--- src/source/tomasuloPkg.sv ---
`default_nettype none

package tomasuloPkg;

    localparam int dataWidth = 32;
    localparam int regWidth = 5;
    localparam int robDepth = 8;
    localparam int robIdxWidth = 3;
    localparam int tagWidth = 4;
    localparam int stationDepth = 4;
    localparam int stationIdxWidth = 2;
    localparam int aluOpWidth = 4;

    // value present, no producer pending
    localparam logic [tagWidth-1:0] tagFree = '0;

    localparam logic [aluOpWidth-1:0] opAdd = 4'd0;
    localparam logic [aluOpWidth-1:0] opSub = 4'd1;
    localparam logic [aluOpWidth-1:0] opSll = 4'd2;
    localparam logic [aluOpWidth-1:0] opSlt = 4'd3;
    localparam logic [aluOpWidth-1:0] opSltu = 4'd4;
    localparam logic [aluOpWidth-1:0] opXor = 4'd5;
    localparam logic [aluOpWidth-1:0] opSrl = 4'd6;
    localparam logic [aluOpWidth-1:0] opSra = 4'd7;
    localparam logic [aluOpWidth-1:0] opOr = 4'd8;
    localparam logic [aluOpWidth-1:0] opAnd = 4'd9;

    localparam logic [6:0] classRI = 7'b0010011;
    localparam logic [6:0] classRR = 7'b0110011;

    // addi x0, x0, 0
    localparam logic [31:0] nopInst = 32'h0000_0013;

    typedef union packed {
        struct packed {
            logic [6:0] funct7;
            logic [regWidth-1:0] rs2;
            logic [regWidth-1:0] rs1;
            logic [2:0] funct3;
            logic [regWidth-1:0] rd;
            logic [6:0] opcode;
        } rType;
        struct packed {
            logic [11:0] imm;
            logic [regWidth-1:0] rs1;
            logic [2:0] funct3;
            logic [regWidth-1:0] rd;
            logic [6:0] opcode;
        } iType;
    } instWord;

endpackage

`default_nettype wire

--- src/source/dispatchIf.sv ---
`timescale 1ns/1ps
`default_nettype none

interface dispatchIf;

    logic valid;
    logic [tomasuloPkg::tagWidth-1:0] destTag;
    logic [tomasuloPkg::aluOpWidth-1:0] op;
    logic [tomasuloPkg::tagWidth-1:0] tag1;
    logic [tomasuloPkg::dataWidth-1:0] data1;
    logic [tomasuloPkg::tagWidth-1:0] tag2;
    logic [tomasuloPkg::dataWidth-1:0] data2;

    modport decoder (output valid, destTag, op, tag1, data1, tag2, data2);

    modport station (input valid, destTag, op, tag1, data1, tag2, data2);

endinterface

`default_nettype wire

--- src/source/cdbIf.sv ---
`timescale 1ns/1ps
`default_nettype none

interface cdbIf;

    logic valid;
    logic [tomasuloPkg::tagWidth-1:0] tag;
    logic [tomasuloPkg::dataWidth-1:0] data;

    // the producer also snoops its own broadcast
    modport producer (output valid, tag, data);

    modport listener (input valid, tag, data);

endinterface

`default_nettype wire

--- src/source/instDecoder.sv ---
`timescale 1ns/1ps
`default_nettype none

module instDecoder (
    input  wire clk,
    input  wire arstN,
    input  wire instValid,
    input  wire tomasuloPkg::instWord inst,
    input  wire stall,
    dispatchIf.decoder disp,
    cdbIf.listener cdb,
    output logic [tomasuloPkg::regWidth-1:0] regAddr1,
    output logic [tomasuloPkg::regWidth-1:0] regAddr2,
    input  wire [tomasuloPkg::tagWidth-1:0] regTag1,
    input  wire [tomasuloPkg::tagWidth-1:0] regTag2,
    input  wire [tomasuloPkg::dataWidth-1:0] regData1,
    input  wire [tomasuloPkg::dataWidth-1:0] regData2,
    output logic tagSet,
    output logic [tomasuloPkg::regWidth-1:0] tagSetAddr,
    output logic [tomasuloPkg::tagWidth-1:0] tagSetTag,
    output logic robAlloc,
    output logic [tomasuloPkg::regWidth-1:0] robDest,
    input  wire [tomasuloPkg::tagWidth-1:0] robTail,
    input  wire [tomasuloPkg::dataWidth-1:0] robData1,
    input  wire [tomasuloPkg::dataWidth-1:0] robData2,
    input  wire robReady1,
    input  wire robReady2
);

    logic isImm;
    logic opValid;
    logic accept;
    logic [2:0] funct3;
    logic [tomasuloPkg::regWidth-1:0] rd;
    logic [tomasuloPkg::aluOpWidth-1:0] aluOp;
    logic [tomasuloPkg::dataWidth-1:0] immExt;
    logic [tomasuloPkg::tagWidth-1:0] tag1;
    logic [tomasuloPkg::tagWidth-1:0] tag2;
    logic [tomasuloPkg::dataWidth-1:0] data1;
    logic [tomasuloPkg::dataWidth-1:0] data2;

    // pending tag set first, then register, reorder buffer, bus
    function automatic logic [tomasuloPkg::tagWidth+tomasuloPkg::dataWidth-1:0] resolve(
        input logic [tomasuloPkg::regWidth-1:0] addr,
        input logic [tomasuloPkg::tagWidth-1:0] tag,
        input logic [tomasuloPkg::dataWidth-1:0] regData,
        input logic robReady,
        input logic [tomasuloPkg::dataWidth-1:0] robData
    );
        if (tagSet && tagSetAddr == addr)
            return {tagSetTag, {tomasuloPkg::dataWidth{1'b0}}};
        if (tag == tomasuloPkg::tagFree)
            return {tomasuloPkg::tagFree, regData};
        if (robReady)
            return {tomasuloPkg::tagFree, robData};
        if (cdb.valid && cdb.tag == tag)
            return {tomasuloPkg::tagFree, cdb.data};
        return {tag, {tomasuloPkg::dataWidth{1'b0}}};
    endfunction

    assign isImm = inst.iType.opcode == tomasuloPkg::classRI;
    assign opValid = (isImm || inst.rType.opcode == tomasuloPkg::classRR) &&
                     inst != tomasuloPkg::nopInst;
    assign accept = instValid && !stall && opValid;
    // funct3, rd and rs1 sit on the same bits in both views
    assign funct3 = inst.rType.funct3;
    assign rd = inst.rType.rd;
    assign regAddr1 = inst.rType.rs1;
    assign regAddr2 = isImm ? '0 : inst.rType.rs2;
    assign immExt = {{(tomasuloPkg::dataWidth-12){inst.iType.imm[11]}}, inst.iType.imm};

    always_comb begin
        case (funct3)
            3'd0: aluOp = (!isImm && inst.rType.funct7[5]) ? tomasuloPkg::opSub
                                                           : tomasuloPkg::opAdd;
            3'd1: aluOp = tomasuloPkg::opSll;
            3'd2: aluOp = tomasuloPkg::opSlt;
            3'd3: aluOp = tomasuloPkg::opSltu;
            3'd4: aluOp = tomasuloPkg::opXor;
            // same bit as imm[10] for the immediate shifts
            3'd5: aluOp = inst.rType.funct7[5] ? tomasuloPkg::opSra : tomasuloPkg::opSrl;
            3'd6: aluOp = tomasuloPkg::opOr;
            default: aluOp = tomasuloPkg::opAnd;
        endcase
    end

    assign {tag1, data1} = resolve(regAddr1, regTag1, regData1, robReady1, robData1);
    assign {tag2, data2} = isImm ? {tomasuloPkg::tagFree, immExt}
                                 : resolve(regAddr2, regTag2, regData2, robReady2, robData2);

    always_ff @(posedge clk or negedge arstN) begin
        if (!arstN) begin
            disp.valid <= 1'b0;
            disp.destTag <= tomasuloPkg::tagFree;
            disp.tag1 <= tomasuloPkg::tagFree;
            disp.tag2 <= tomasuloPkg::tagFree;
            robAlloc <= 1'b0;
            tagSet <= 1'b0;
            tagSetTag <= tomasuloPkg::tagFree;
        end else begin
            disp.valid <= accept;
            robAlloc <= accept;
            // x0 keeps no rename tag
            tagSet <= accept && rd != '0;
            if (accept) begin
                disp.destTag <= robTail;
                disp.tag1 <= tag1;
                disp.tag2 <= tag2;
                tagSetTag <= robTail;
            end
        end
    end

    always_ff @(posedge clk) begin
        if (accept) begin
            disp.op <= aluOp;
            disp.data1 <= data1;
            disp.data2 <= data2;
            robDest <= rd;
            tagSetAddr <= rd;
        end
    end

endmodule

`default_nettype wire

--- src/source/regStatusFile.sv ---
`timescale 1ns/1ps
`default_nettype none

module regStatusFile (
    input  wire clk,
    input  wire arstN,
    input  wire [tomasuloPkg::regWidth-1:0] regAddr1,
    input  wire [tomasuloPkg::regWidth-1:0] regAddr2,
    output logic [tomasuloPkg::tagWidth-1:0] regTag1,
    output logic [tomasuloPkg::tagWidth-1:0] regTag2,
    output logic [tomasuloPkg::dataWidth-1:0] regData1,
    output logic [tomasuloPkg::dataWidth-1:0] regData2,
    input  wire tagSet,
    input  wire [tomasuloPkg::regWidth-1:0] tagSetAddr,
    input  wire [tomasuloPkg::tagWidth-1:0] tagSetTag,
    input  wire commit,
    input  wire [tomasuloPkg::regWidth-1:0] commitReg,
    input  wire [tomasuloPkg::dataWidth-1:0] commitData,
    input  wire [tomasuloPkg::tagWidth-1:0] commitTag
);

    logic [tomasuloPkg::dataWidth-1:0] values [32];
    logic [tomasuloPkg::tagWidth-1:0] tags [32];

    // x0 is hardwired
    assign regTag1 = (regAddr1 == '0) ? tomasuloPkg::tagFree : tags[regAddr1];
    assign regTag2 = (regAddr2 == '0) ? tomasuloPkg::tagFree : tags[regAddr2];
    assign regData1 = (regAddr1 == '0) ? '0 : values[regAddr1];
    assign regData2 = (regAddr2 == '0) ? '0 : values[regAddr2];

    always_ff @(posedge clk or negedge arstN) begin
        if (!arstN) begin
            for (int i = 0; i < 32; i++) begin
                values[i] <= '0;
                tags[i] <= tomasuloPkg::tagFree;
            end
        end else begin
            if (commit && commitReg != '0)
                values[commitReg] <= commitData;
            // a newer rename on the same register wins over the commit
            if (tagSet)
                tags[tagSetAddr] <= tagSetTag;
            if (commit && tags[commitReg] == commitTag &&
                    !(tagSet && tagSetAddr == commitReg))
                tags[commitReg] <= tomasuloPkg::tagFree;
        end
    end

endmodule

`default_nettype wire

--- src/source/reorderBuffer.sv ---
`timescale 1ns/1ps
`default_nettype none

module reorderBuffer (
    input  wire clk,
    input  wire arstN,
    input  wire alloc,
    input  wire [tomasuloPkg::regWidth-1:0] allocDest,
    output logic [tomasuloPkg::tagWidth-1:0] tail,
    output logic full,
    cdbIf.listener cdb,
    input  wire [tomasuloPkg::tagWidth-1:0] lookTag1,
    input  wire [tomasuloPkg::tagWidth-1:0] lookTag2,
    output logic [tomasuloPkg::dataWidth-1:0] lookData1,
    output logic [tomasuloPkg::dataWidth-1:0] lookData2,
    output logic lookReady1,
    output logic lookReady2,
    output logic commitValid,
    output logic [tomasuloPkg::regWidth-1:0] commitReg,
    output logic [tomasuloPkg::dataWidth-1:0] commitData,
    output logic [tomasuloPkg::tagWidth-1:0] commitTag
);

    logic [tomasuloPkg::robIdxWidth-1:0] headIdx;
    logic [tomasuloPkg::robIdxWidth-1:0] tailIdx;
    logic [tomasuloPkg::robIdxWidth-1:0] nextIdx;
    logic [tomasuloPkg::robIdxWidth-1:0] cdbIdx;
    logic [tomasuloPkg::robIdxWidth-1:0] lookIdx1;
    logic [tomasuloPkg::robIdxWidth-1:0] lookIdx2;
    logic [tomasuloPkg::tagWidth-1:0] count;
    logic [tomasuloPkg::robDepth-1:0] done;
    logic [tomasuloPkg::regWidth-1:0] dest [tomasuloPkg::robDepth];
    logic [tomasuloPkg::dataWidth-1:0] value [tomasuloPkg::robDepth];

    // tags 1..8 name entries 0..7
    function automatic logic [tomasuloPkg::robIdxWidth-1:0] toIdx(
        input logic [tomasuloPkg::tagWidth-1:0] tag
    );
        logic [tomasuloPkg::tagWidth-1:0] shifted;
        shifted = tag - 1'b1;
        return shifted[tomasuloPkg::robIdxWidth-1:0];
    endfunction

    assign cdbIdx = toIdx(cdb.tag);
    assign lookIdx1 = toIdx(lookTag1);
    assign lookIdx2 = toIdx(lookTag2);
    assign lookReady1 = lookTag1 != tomasuloPkg::tagFree && done[lookIdx1];
    assign lookReady2 = lookTag2 != tomasuloPkg::tagFree && done[lookIdx2];
    assign lookData1 = value[lookIdx1];
    assign lookData2 = value[lookIdx2];

    // next free slot, past any allocation still in flight
    assign nextIdx = tailIdx + alloc;
    assign tail = {1'b0, nextIdx} + 1'b1;
    assign full = count >= tomasuloPkg::robDepth - 1;

    assign commitValid = count != '0 && done[headIdx];
    assign commitReg = dest[headIdx];
    assign commitData = value[headIdx];
    assign commitTag = {1'b0, headIdx} + 1'b1;

    always_ff @(posedge clk or negedge arstN) begin
        if (!arstN) begin
            headIdx <= '0;
            tailIdx <= '0;
            count <= '0;
            done <= '0;
        end else begin
            if (alloc)
                tailIdx <= tailIdx + 1'b1;
            if (cdb.valid)
                done[cdbIdx] <= 1'b1;
            // clearing on retire keeps stale slots from forwarding
            if (commitValid) begin
                headIdx <= headIdx + 1'b1;
                done[headIdx] <= 1'b0;
            end
            case ({alloc, commitValid})
                2'b10: count <= count + 1'b1;
                2'b01: count <= count - 1'b1;
                default: ;
            endcase
        end
    end

    always_ff @(posedge clk) begin
        if (alloc)
            dest[tailIdx] <= allocDest;
        if (cdb.valid)
            value[cdbIdx] <= cdb.data;
    end

endmodule

`default_nettype wire

--- src/source/aluStation.sv ---
`timescale 1ns/1ps
`default_nettype none

module aluStation (
    input  wire clk,
    input  wire arstN,
    dispatchIf.station disp,
    cdbIf.producer cdb,
    output logic almostFull
);

    logic [tomasuloPkg::stationDepth-1:0] valid;
    logic [tomasuloPkg::stationDepth-1:0] snoop1;
    logic [tomasuloPkg::stationDepth-1:0] snoop2;
    logic [tomasuloPkg::stationIdxWidth-1:0] age [tomasuloPkg::stationDepth];
    logic [tomasuloPkg::tagWidth-1:0] destTag [tomasuloPkg::stationDepth];
    logic [tomasuloPkg::aluOpWidth-1:0] op [tomasuloPkg::stationDepth];
    logic [tomasuloPkg::tagWidth-1:0] tag1 [tomasuloPkg::stationDepth];
    logic [tomasuloPkg::tagWidth-1:0] tag2 [tomasuloPkg::stationDepth];
    logic [tomasuloPkg::dataWidth-1:0] data1 [tomasuloPkg::stationDepth];
    logic [tomasuloPkg::dataWidth-1:0] data2 [tomasuloPkg::stationDepth];
    logic [tomasuloPkg::stationIdxWidth:0] numValid;
    logic [tomasuloPkg::stationIdxWidth-1:0] freeIdx;
    logic [tomasuloPkg::stationIdxWidth-1:0] sel;
    logic issueHit;
    logic dispHit1;
    logic dispHit2;
    logic [tomasuloPkg::dataWidth-1:0] opA;
    logic [tomasuloPkg::dataWidth-1:0] opB;
    logic [tomasuloPkg::dataWidth-1:0] result;

    // age counts the older entries, so 0 is the oldest
    always_comb begin
        numValid = '0;
        freeIdx = '0;
        issueHit = 1'b0;
        sel = '0;
        for (int i = tomasuloPkg::stationDepth - 1; i >= 0; i--) begin
            snoop1[i] = valid[i] && cdb.valid && tag1[i] == cdb.tag;
            snoop2[i] = valid[i] && cdb.valid && tag2[i] == cdb.tag;
            if (!valid[i])
                freeIdx = tomasuloPkg::stationIdxWidth'(i);
            else
                numValid = numValid + 1'b1;
        end
        for (int i = 0; i < tomasuloPkg::stationDepth; i++) begin
            if (valid[i] && tag1[i] == tomasuloPkg::tagFree &&
                    tag2[i] == tomasuloPkg::tagFree && (!issueHit || age[i] < age[sel])) begin
                issueHit = 1'b1;
                sel = tomasuloPkg::stationIdxWidth'(i);
            end
        end
    end

    assign almostFull = numValid >= tomasuloPkg::stationDepth - 1;
    assign dispHit1 = cdb.valid && disp.tag1 == cdb.tag;
    assign dispHit2 = cdb.valid && disp.tag2 == cdb.tag;
    assign opA = data1[sel];
    assign opB = data2[sel];

    always_comb begin
        case (op[sel])
            tomasuloPkg::opAdd: result = opA + opB;
            tomasuloPkg::opSub: result = opA - opB;
            tomasuloPkg::opSll: result = opA << opB[4:0];
            tomasuloPkg::opSlt: result = {31'b0, $signed(opA) < $signed(opB)};
            tomasuloPkg::opSltu: result = {31'b0, opA < opB};
            tomasuloPkg::opXor: result = opA ^ opB;
            tomasuloPkg::opSrl: result = opA >> opB[4:0];
            tomasuloPkg::opSra: result = $signed(opA) >>> opB[4:0];
            tomasuloPkg::opOr: result = opA | opB;
            default: result = opA & opB;
        endcase
    end

    always_ff @(posedge clk or negedge arstN) begin
        if (!arstN) begin
            valid <= '0;
            cdb.valid <= 1'b0;
            cdb.tag <= tomasuloPkg::tagFree;
            for (int i = 0; i < tomasuloPkg::stationDepth; i++) begin
                age[i] <= '0;
                destTag[i] <= tomasuloPkg::tagFree;
                tag1[i] <= tomasuloPkg::tagFree;
                tag2[i] <= tomasuloPkg::tagFree;
            end
        end else begin
            cdb.valid <= issueHit;
            cdb.tag <= issueHit ? destTag[sel] : tomasuloPkg::tagFree;
            for (int i = 0; i < tomasuloPkg::stationDepth; i++) begin
                if (snoop1[i])
                    tag1[i] <= tomasuloPkg::tagFree;
                if (snoop2[i])
                    tag2[i] <= tomasuloPkg::tagFree;
                if (issueHit && age[i] > age[sel])
                    age[i] <= age[i] - 1'b1;
            end
            if (issueHit)
                valid[sel] <= 1'b0;
            if (disp.valid) begin
                valid[freeIdx] <= 1'b1;
                age[freeIdx] <= tomasuloPkg::stationIdxWidth'(numValid - issueHit);
                destTag[freeIdx] <= disp.destTag;
                tag1[freeIdx] <= dispHit1 ? tomasuloPkg::tagFree : disp.tag1;
                tag2[freeIdx] <= dispHit2 ? tomasuloPkg::tagFree : disp.tag2;
            end
        end
    end

    always_ff @(posedge clk) begin
        cdb.data <= result;
        for (int i = 0; i < tomasuloPkg::stationDepth; i++) begin
            if (snoop1[i])
                data1[i] <= cdb.data;
            if (snoop2[i])
                data2[i] <= cdb.data;
        end
        if (disp.valid) begin
            op[freeIdx] <= disp.op;
            data1[freeIdx] <= dispHit1 ? cdb.data : disp.data1;
            data2[freeIdx] <= dispHit2 ? cdb.data : disp.data2;
        end
    end

endmodule

`default_nettype wire

--- src/source/intCore.sv ---
`timescale 1ns/1ps
`default_nettype none

module intCore (
    input  wire clk,
    input  wire arstN,
    input  wire instValid,
    input  wire [31:0] inst,
    output logic stall,
    output logic commitValid,
    output logic [tomasuloPkg::regWidth-1:0] commitReg,
    output logic [tomasuloPkg::dataWidth-1:0] commitData
);

    logic [tomasuloPkg::regWidth-1:0] regAddr1;
    logic [tomasuloPkg::regWidth-1:0] regAddr2;
    logic [tomasuloPkg::tagWidth-1:0] regTag1;
    logic [tomasuloPkg::tagWidth-1:0] regTag2;
    logic [tomasuloPkg::dataWidth-1:0] regData1;
    logic [tomasuloPkg::dataWidth-1:0] regData2;
    logic tagSet;
    logic [tomasuloPkg::regWidth-1:0] tagSetAddr;
    logic [tomasuloPkg::tagWidth-1:0] tagSetTag;
    logic robAlloc;
    logic [tomasuloPkg::regWidth-1:0] robDest;
    logic [tomasuloPkg::tagWidth-1:0] robTail;
    logic [tomasuloPkg::dataWidth-1:0] robData1;
    logic [tomasuloPkg::dataWidth-1:0] robData2;
    logic robReady1;
    logic robReady2;
    logic robFull;
    logic stationFull;
    logic [tomasuloPkg::tagWidth-1:0] commitTag;

    dispatchIf dispatch ();
    cdbIf cdb ();

    instDecoder instInstDecoder (
        .clk(clk), .arstN(arstN), .instValid(instValid), .inst(inst), .stall(stall),
        .disp(dispatch.decoder), .cdb(cdb.listener),
        .regAddr1(regAddr1), .regAddr2(regAddr2), .regTag1(regTag1), .regTag2(regTag2),
        .regData1(regData1), .regData2(regData2),
        .tagSet(tagSet), .tagSetAddr(tagSetAddr), .tagSetTag(tagSetTag),
        .robAlloc(robAlloc), .robDest(robDest), .robTail(robTail),
        .robData1(robData1), .robData2(robData2), .robReady1(robReady1), .robReady2(robReady2)
    );

    regStatusFile instRegStatusFile (
        .clk(clk), .arstN(arstN), .regAddr1(regAddr1), .regAddr2(regAddr2),
        .regTag1(regTag1), .regTag2(regTag2), .regData1(regData1), .regData2(regData2),
        .tagSet(tagSet), .tagSetAddr(tagSetAddr), .tagSetTag(tagSetTag),
        .commit(commitValid), .commitReg(commitReg), .commitData(commitData),
        .commitTag(commitTag)
    );

    // lookups follow the rename tags straight from the status file
    reorderBuffer instReorderBuffer (
        .clk(clk), .arstN(arstN), .alloc(robAlloc), .allocDest(robDest),
        .tail(robTail), .full(robFull), .cdb(cdb.listener),
        .lookTag1(regTag1), .lookTag2(regTag2), .lookData1(robData1), .lookData2(robData2),
        .lookReady1(robReady1), .lookReady2(robReady2),
        .commitValid(commitValid), .commitReg(commitReg), .commitData(commitData),
        .commitTag(commitTag)
    );

    aluStation instAluStation (
        .clk(clk), .arstN(arstN), .disp(dispatch.station), .cdb(cdb.producer),
        .almostFull(stationFull)
    );

    assign stall = robFull | stationFull;

endmodule

`default_nettype wire

--- config.mk ---
export PLATFORM = sky130hd
export DESIGN_NAME = intCore
export DESIGN_NICKNAME = d
export VERILOG_FILES = /design/src/source/tomasuloPkg.sv /design/src/source/dispatchIf.sv /design/src/source/cdbIf.sv /design/src/source/instDecoder.sv /design/src/source/regStatusFile.sv /design/src/source/reorderBuffer.sv /design/src/source/aluStation.sv /design/src/source/intCore.sv
export SDC_FILE = /design/constraint.sdc
export NUM_CORES = 2
export LEC_CHECK = 0
export BUFFER_PORTS_ARGS = -buffer_cell sky130_fd_sc_hd__buf_2
export CAP_MARGIN = 20
export CORE_ASPECT_RATIO = 0.5
export CORE_MARGIN = 2
export CORE_UTILIZATION = 40
export CTS_BUF_LIST = sky130_fd_sc_hd__clkbuf_8
export DETAILED_ROUTE_END_ITERATION = 10
export PLACE_DENSITY = 0.55
export SYNTH_ARGS = -nofsm -noshare
export SYNTH_HDL_FRONTEND = slang
export SYNTH_HIERARCHICAL = 1
export SYNTH_SLANG_ARGS = --single-unit
--- constraint.sdc ---
create_clock -name clk -period 10 [get_ports clk]
set_input_delay 2 -clock clk [delete_from_list [all_inputs] [get_ports clk]]
set_output_delay 2 -clock clk [all_outputs]
set_load 0.005 [all_outputs]
==> flow_metrics.py <==
metrics = {
    "run_status": {
        "status": "complete, no violations",
    },
    "clocking": {
        "ctsRootBufferMaster": "clkbuf_8",
        "cts_tree": "yes",
        "htreeDepth": 5,
        "hold_buffers": 0,
        "clk_latency_ns": 0.99,
        "cts_buffers": 310,
        "clkTransAtPathRegs_ns": 0.07,
        "postCtsResizedCells": 0,
        "cts_num_sinks": 1922,
        "cts_max_path_buffers": 4,
        "post-cts-setup-buffer-count": 0,
    },
    "timing": {
        "max_slew_margin": 0.170,
        "clock.fmax_ghz": 0.110,
        "hold_viol": 0,
        "slew_viol_final": 0,
        "period_share": 0.906,
        "min_period_ns": 9.06,
        "setup_viol": 0,
        "hold-worst-slack_ns": 0.393,
        "rsz0062_at_grt": "false",
        "skew_ns": 0.123,
        "setup_ws_ns": 0.939,
        "totalNegativeSetupSlack_ns": 0,
        "tightest_slew_ns": 1.21,
    },
    "drt": {
        "drt_iter0_markers": 9166,
        "via_per_inst": 6.44,
        "postRouteWirelength_um": 399000,
        "vias": 78578,
        "dr.pass1.iters": 6,
        "ant_nets": 0,
        "drc_errors": 0,
        "wire_per_inst_um": 32.7,
    },
    "worst_setup_path": {
        "cp.depth": 28,
        "cp-end-kind": "flip-flop",
        "arrival_ns": 9.87,
        "reg2regPathDepth": 28,
        "path_max_fanout": 25,
        "worstSetupPathType": "flip-flop to flip-flop",
        "critPathTopFamily": "compound AO/OA/AOI/OAI gates",
        "slowest_stage": "o41ai_1",
        "worstSetupStartpointType": "flip-flop",
        "crit_required_ns": 10.81,
        "cp_slowest_stage_delay_ns": 0.81,
        "path_buf_inv": 0,
    },
    "floorplanning": {
        "die_w_um": 759,
        "dieArea_um2": 289000,
        "num_rows": 138,
        "die_height_um": 381,
        "initial_core_util": 0.402,
        "num_io_pins": 74,
        "core_um2": 283000,
    },
    "min_path": {
        "min_path_cells": 0,
        "hold_class": "flip-flop to flip-flop",
    },
    "grt": {
        "grt_max_degree": 159,
        "met2_usage": 0.398,
        "grt_pass1_vias": 77309,
        "grt_antenna_before_repair": 12,
        "gr-usage-met1": 0.404,
        "grt_overflow": 0,
        "grt-busiest-layer": "met1",
        "grtUsageTotal": 0.271,
        "met3_usage": 0.0512,
        "grt_pass1_wl_um": 573000,
    },
    "synthesis": {
        "netlist_area_um2": 114000,
        "syn_area_per_cell_um2": 13.6,
        "ys.warnings.count": 6,
        "ys_seq_area_frac": 0.449,
        "synth.most_common_cell": "mux2_2",
        "ys_types": 114,
        "synth_fp_nets": 8543,
        "synthArstFlopShare": 0.650,
        "synth_edf_count": 641,
        "ys.flop_type": "dfrtp_1",
        "synth_top_cell_area_share": 0.274,
        "netlist_instances": 8379,
        "netlist_top_cells_area": "dfrtp_1, mux4_2, edfxtp_1",
        "synth_area_leader_cell": "dfrtp_1",
        "synth_top_cells_by_count": "mux2_2, dfrtp_1, mux4_2, edfxtp_1, nor2_1",
        "ys_ff_latch": 1922,
    },
    "place": {
        "pre_cts_ws_ns": 0.972,
        "portBuffers": 73,
        "dp_hpwl_um": 246000,
        "dp.cells": 11649,
        "gp_congestion": 0.949,
        "postPlaceCellArea_um2": 118000,
    },
    "run": {
        "cap_viol_max_count": 0,
    },
    "finish": {
        "syn2layout_area_growth_pct": 8.80,
        "instances_no_fill": 12201,
        "stdcell_area_um2": 124000,
        "fin_nets": 8349,
        "utilization": 0.438,
        "drive_gt1_frac": 0.386,
    },
    "pwr": {
        "power.leakage_nw": 51.7,
        "power.density_nw_per_um2": 142,
        "p_total_mw": 17.6,
        "irDropWorstVdd_mv": 0.0783,
    },
}
-- flip-flops by register name, summed over array words and instances, names as in the netlist, 5 cells and up --
register,cells
instAluStation/age,8
instAluStation/cdb.data,32
instAluStation/data1,128
instAluStation/data2,128
instAluStation/destTag,16
instAluStation/op,16
instAluStation/tag1,16
instAluStation/tag2,16
instInstDecoder/disp.data1,32
instInstDecoder/disp.data2,32
instInstDecoder/robDest,5
instRegStatusFile/tags,128
instRegStatusFile/values,1024
instReorderBuffer/dest,40
instReorderBuffer/done,8
instReorderBuffer/value,256
-- layout by cell type, fill, tap and decap left out, drive strengths merged, types with 255 or more instances in the layout --
cell type	Yosys	layout
mux2	1417	1417
dfrtp	1249	1249
mux4	934	934
edfxtp	641	641
nor2	479	479
mux2i	444	444
clkbuf	419	375
buf	390	303
nand2	288	288
inv	141	255
-- cell families after synthesis --
logic type               Yosys count  share of synthesized area
AO/OA/AOI/OAI                   1227                     0.0747
adder cells (fa/ha/maj)          129                     0.0143
buffers and inverters            953                     0.0378
AND/OR/NAND/NOR                 1252                     0.0530
XOR/XNOR                         101                    0.00776
multiplexers                    2795                      0.364
flip-flops                      1922                      0.449
-- path summary, 6_finish.rpt --
kind,start,end,slack [ns]
hold reg to reg,instRegStatusFile/values[1018],instRegStatusFile/values[1018],0.39
min in group asynchronous,arstN,instRegStatusFile/values[888],1.05
setup reg to reg,instAluStation/tag1[15],instAluStation/cdb.data[31],0.94
setup / recovery,instAluStation/tag1[15],instAluStation/cdb.data[31],0.94
max in group asynchronous,arstN,instRegStatusFile/values[475],6.78
hold / removal,instRegStatusFile/values[1018],instRegStatusFile/values[1018],0.39
-- where the power goes --
group | switching, mW | internal, mW | total [mW]
combinational | 1.44 | 0.800 | 2.24
clock | 3.39 | 3.55 | 6.94
sequential | 0.173 | 8.30 | 8.47
total | 5.00 | 12.7 | 17.6
-- layer usage --
metal	vias up	wire length, um	share of wire
met1	41872	178000	0.45
li1	32235	-	-
met5	-	24	0.000060
met4	4	13600	0.034
met3	748	33700	0.084
met2	3719	173000	0.43
-- final cells by class --
type	count	area (um2)
antenna	4	10.0
clock buffer	375	5160
clock inverter	169	912
fill	25806	159000
inverter	144	541
multi-input combinational	5504	59200
sequential	1922	51200
tap	3780	4730
timing repair buffer	303	2340
(Power assumes the default switching activity.)
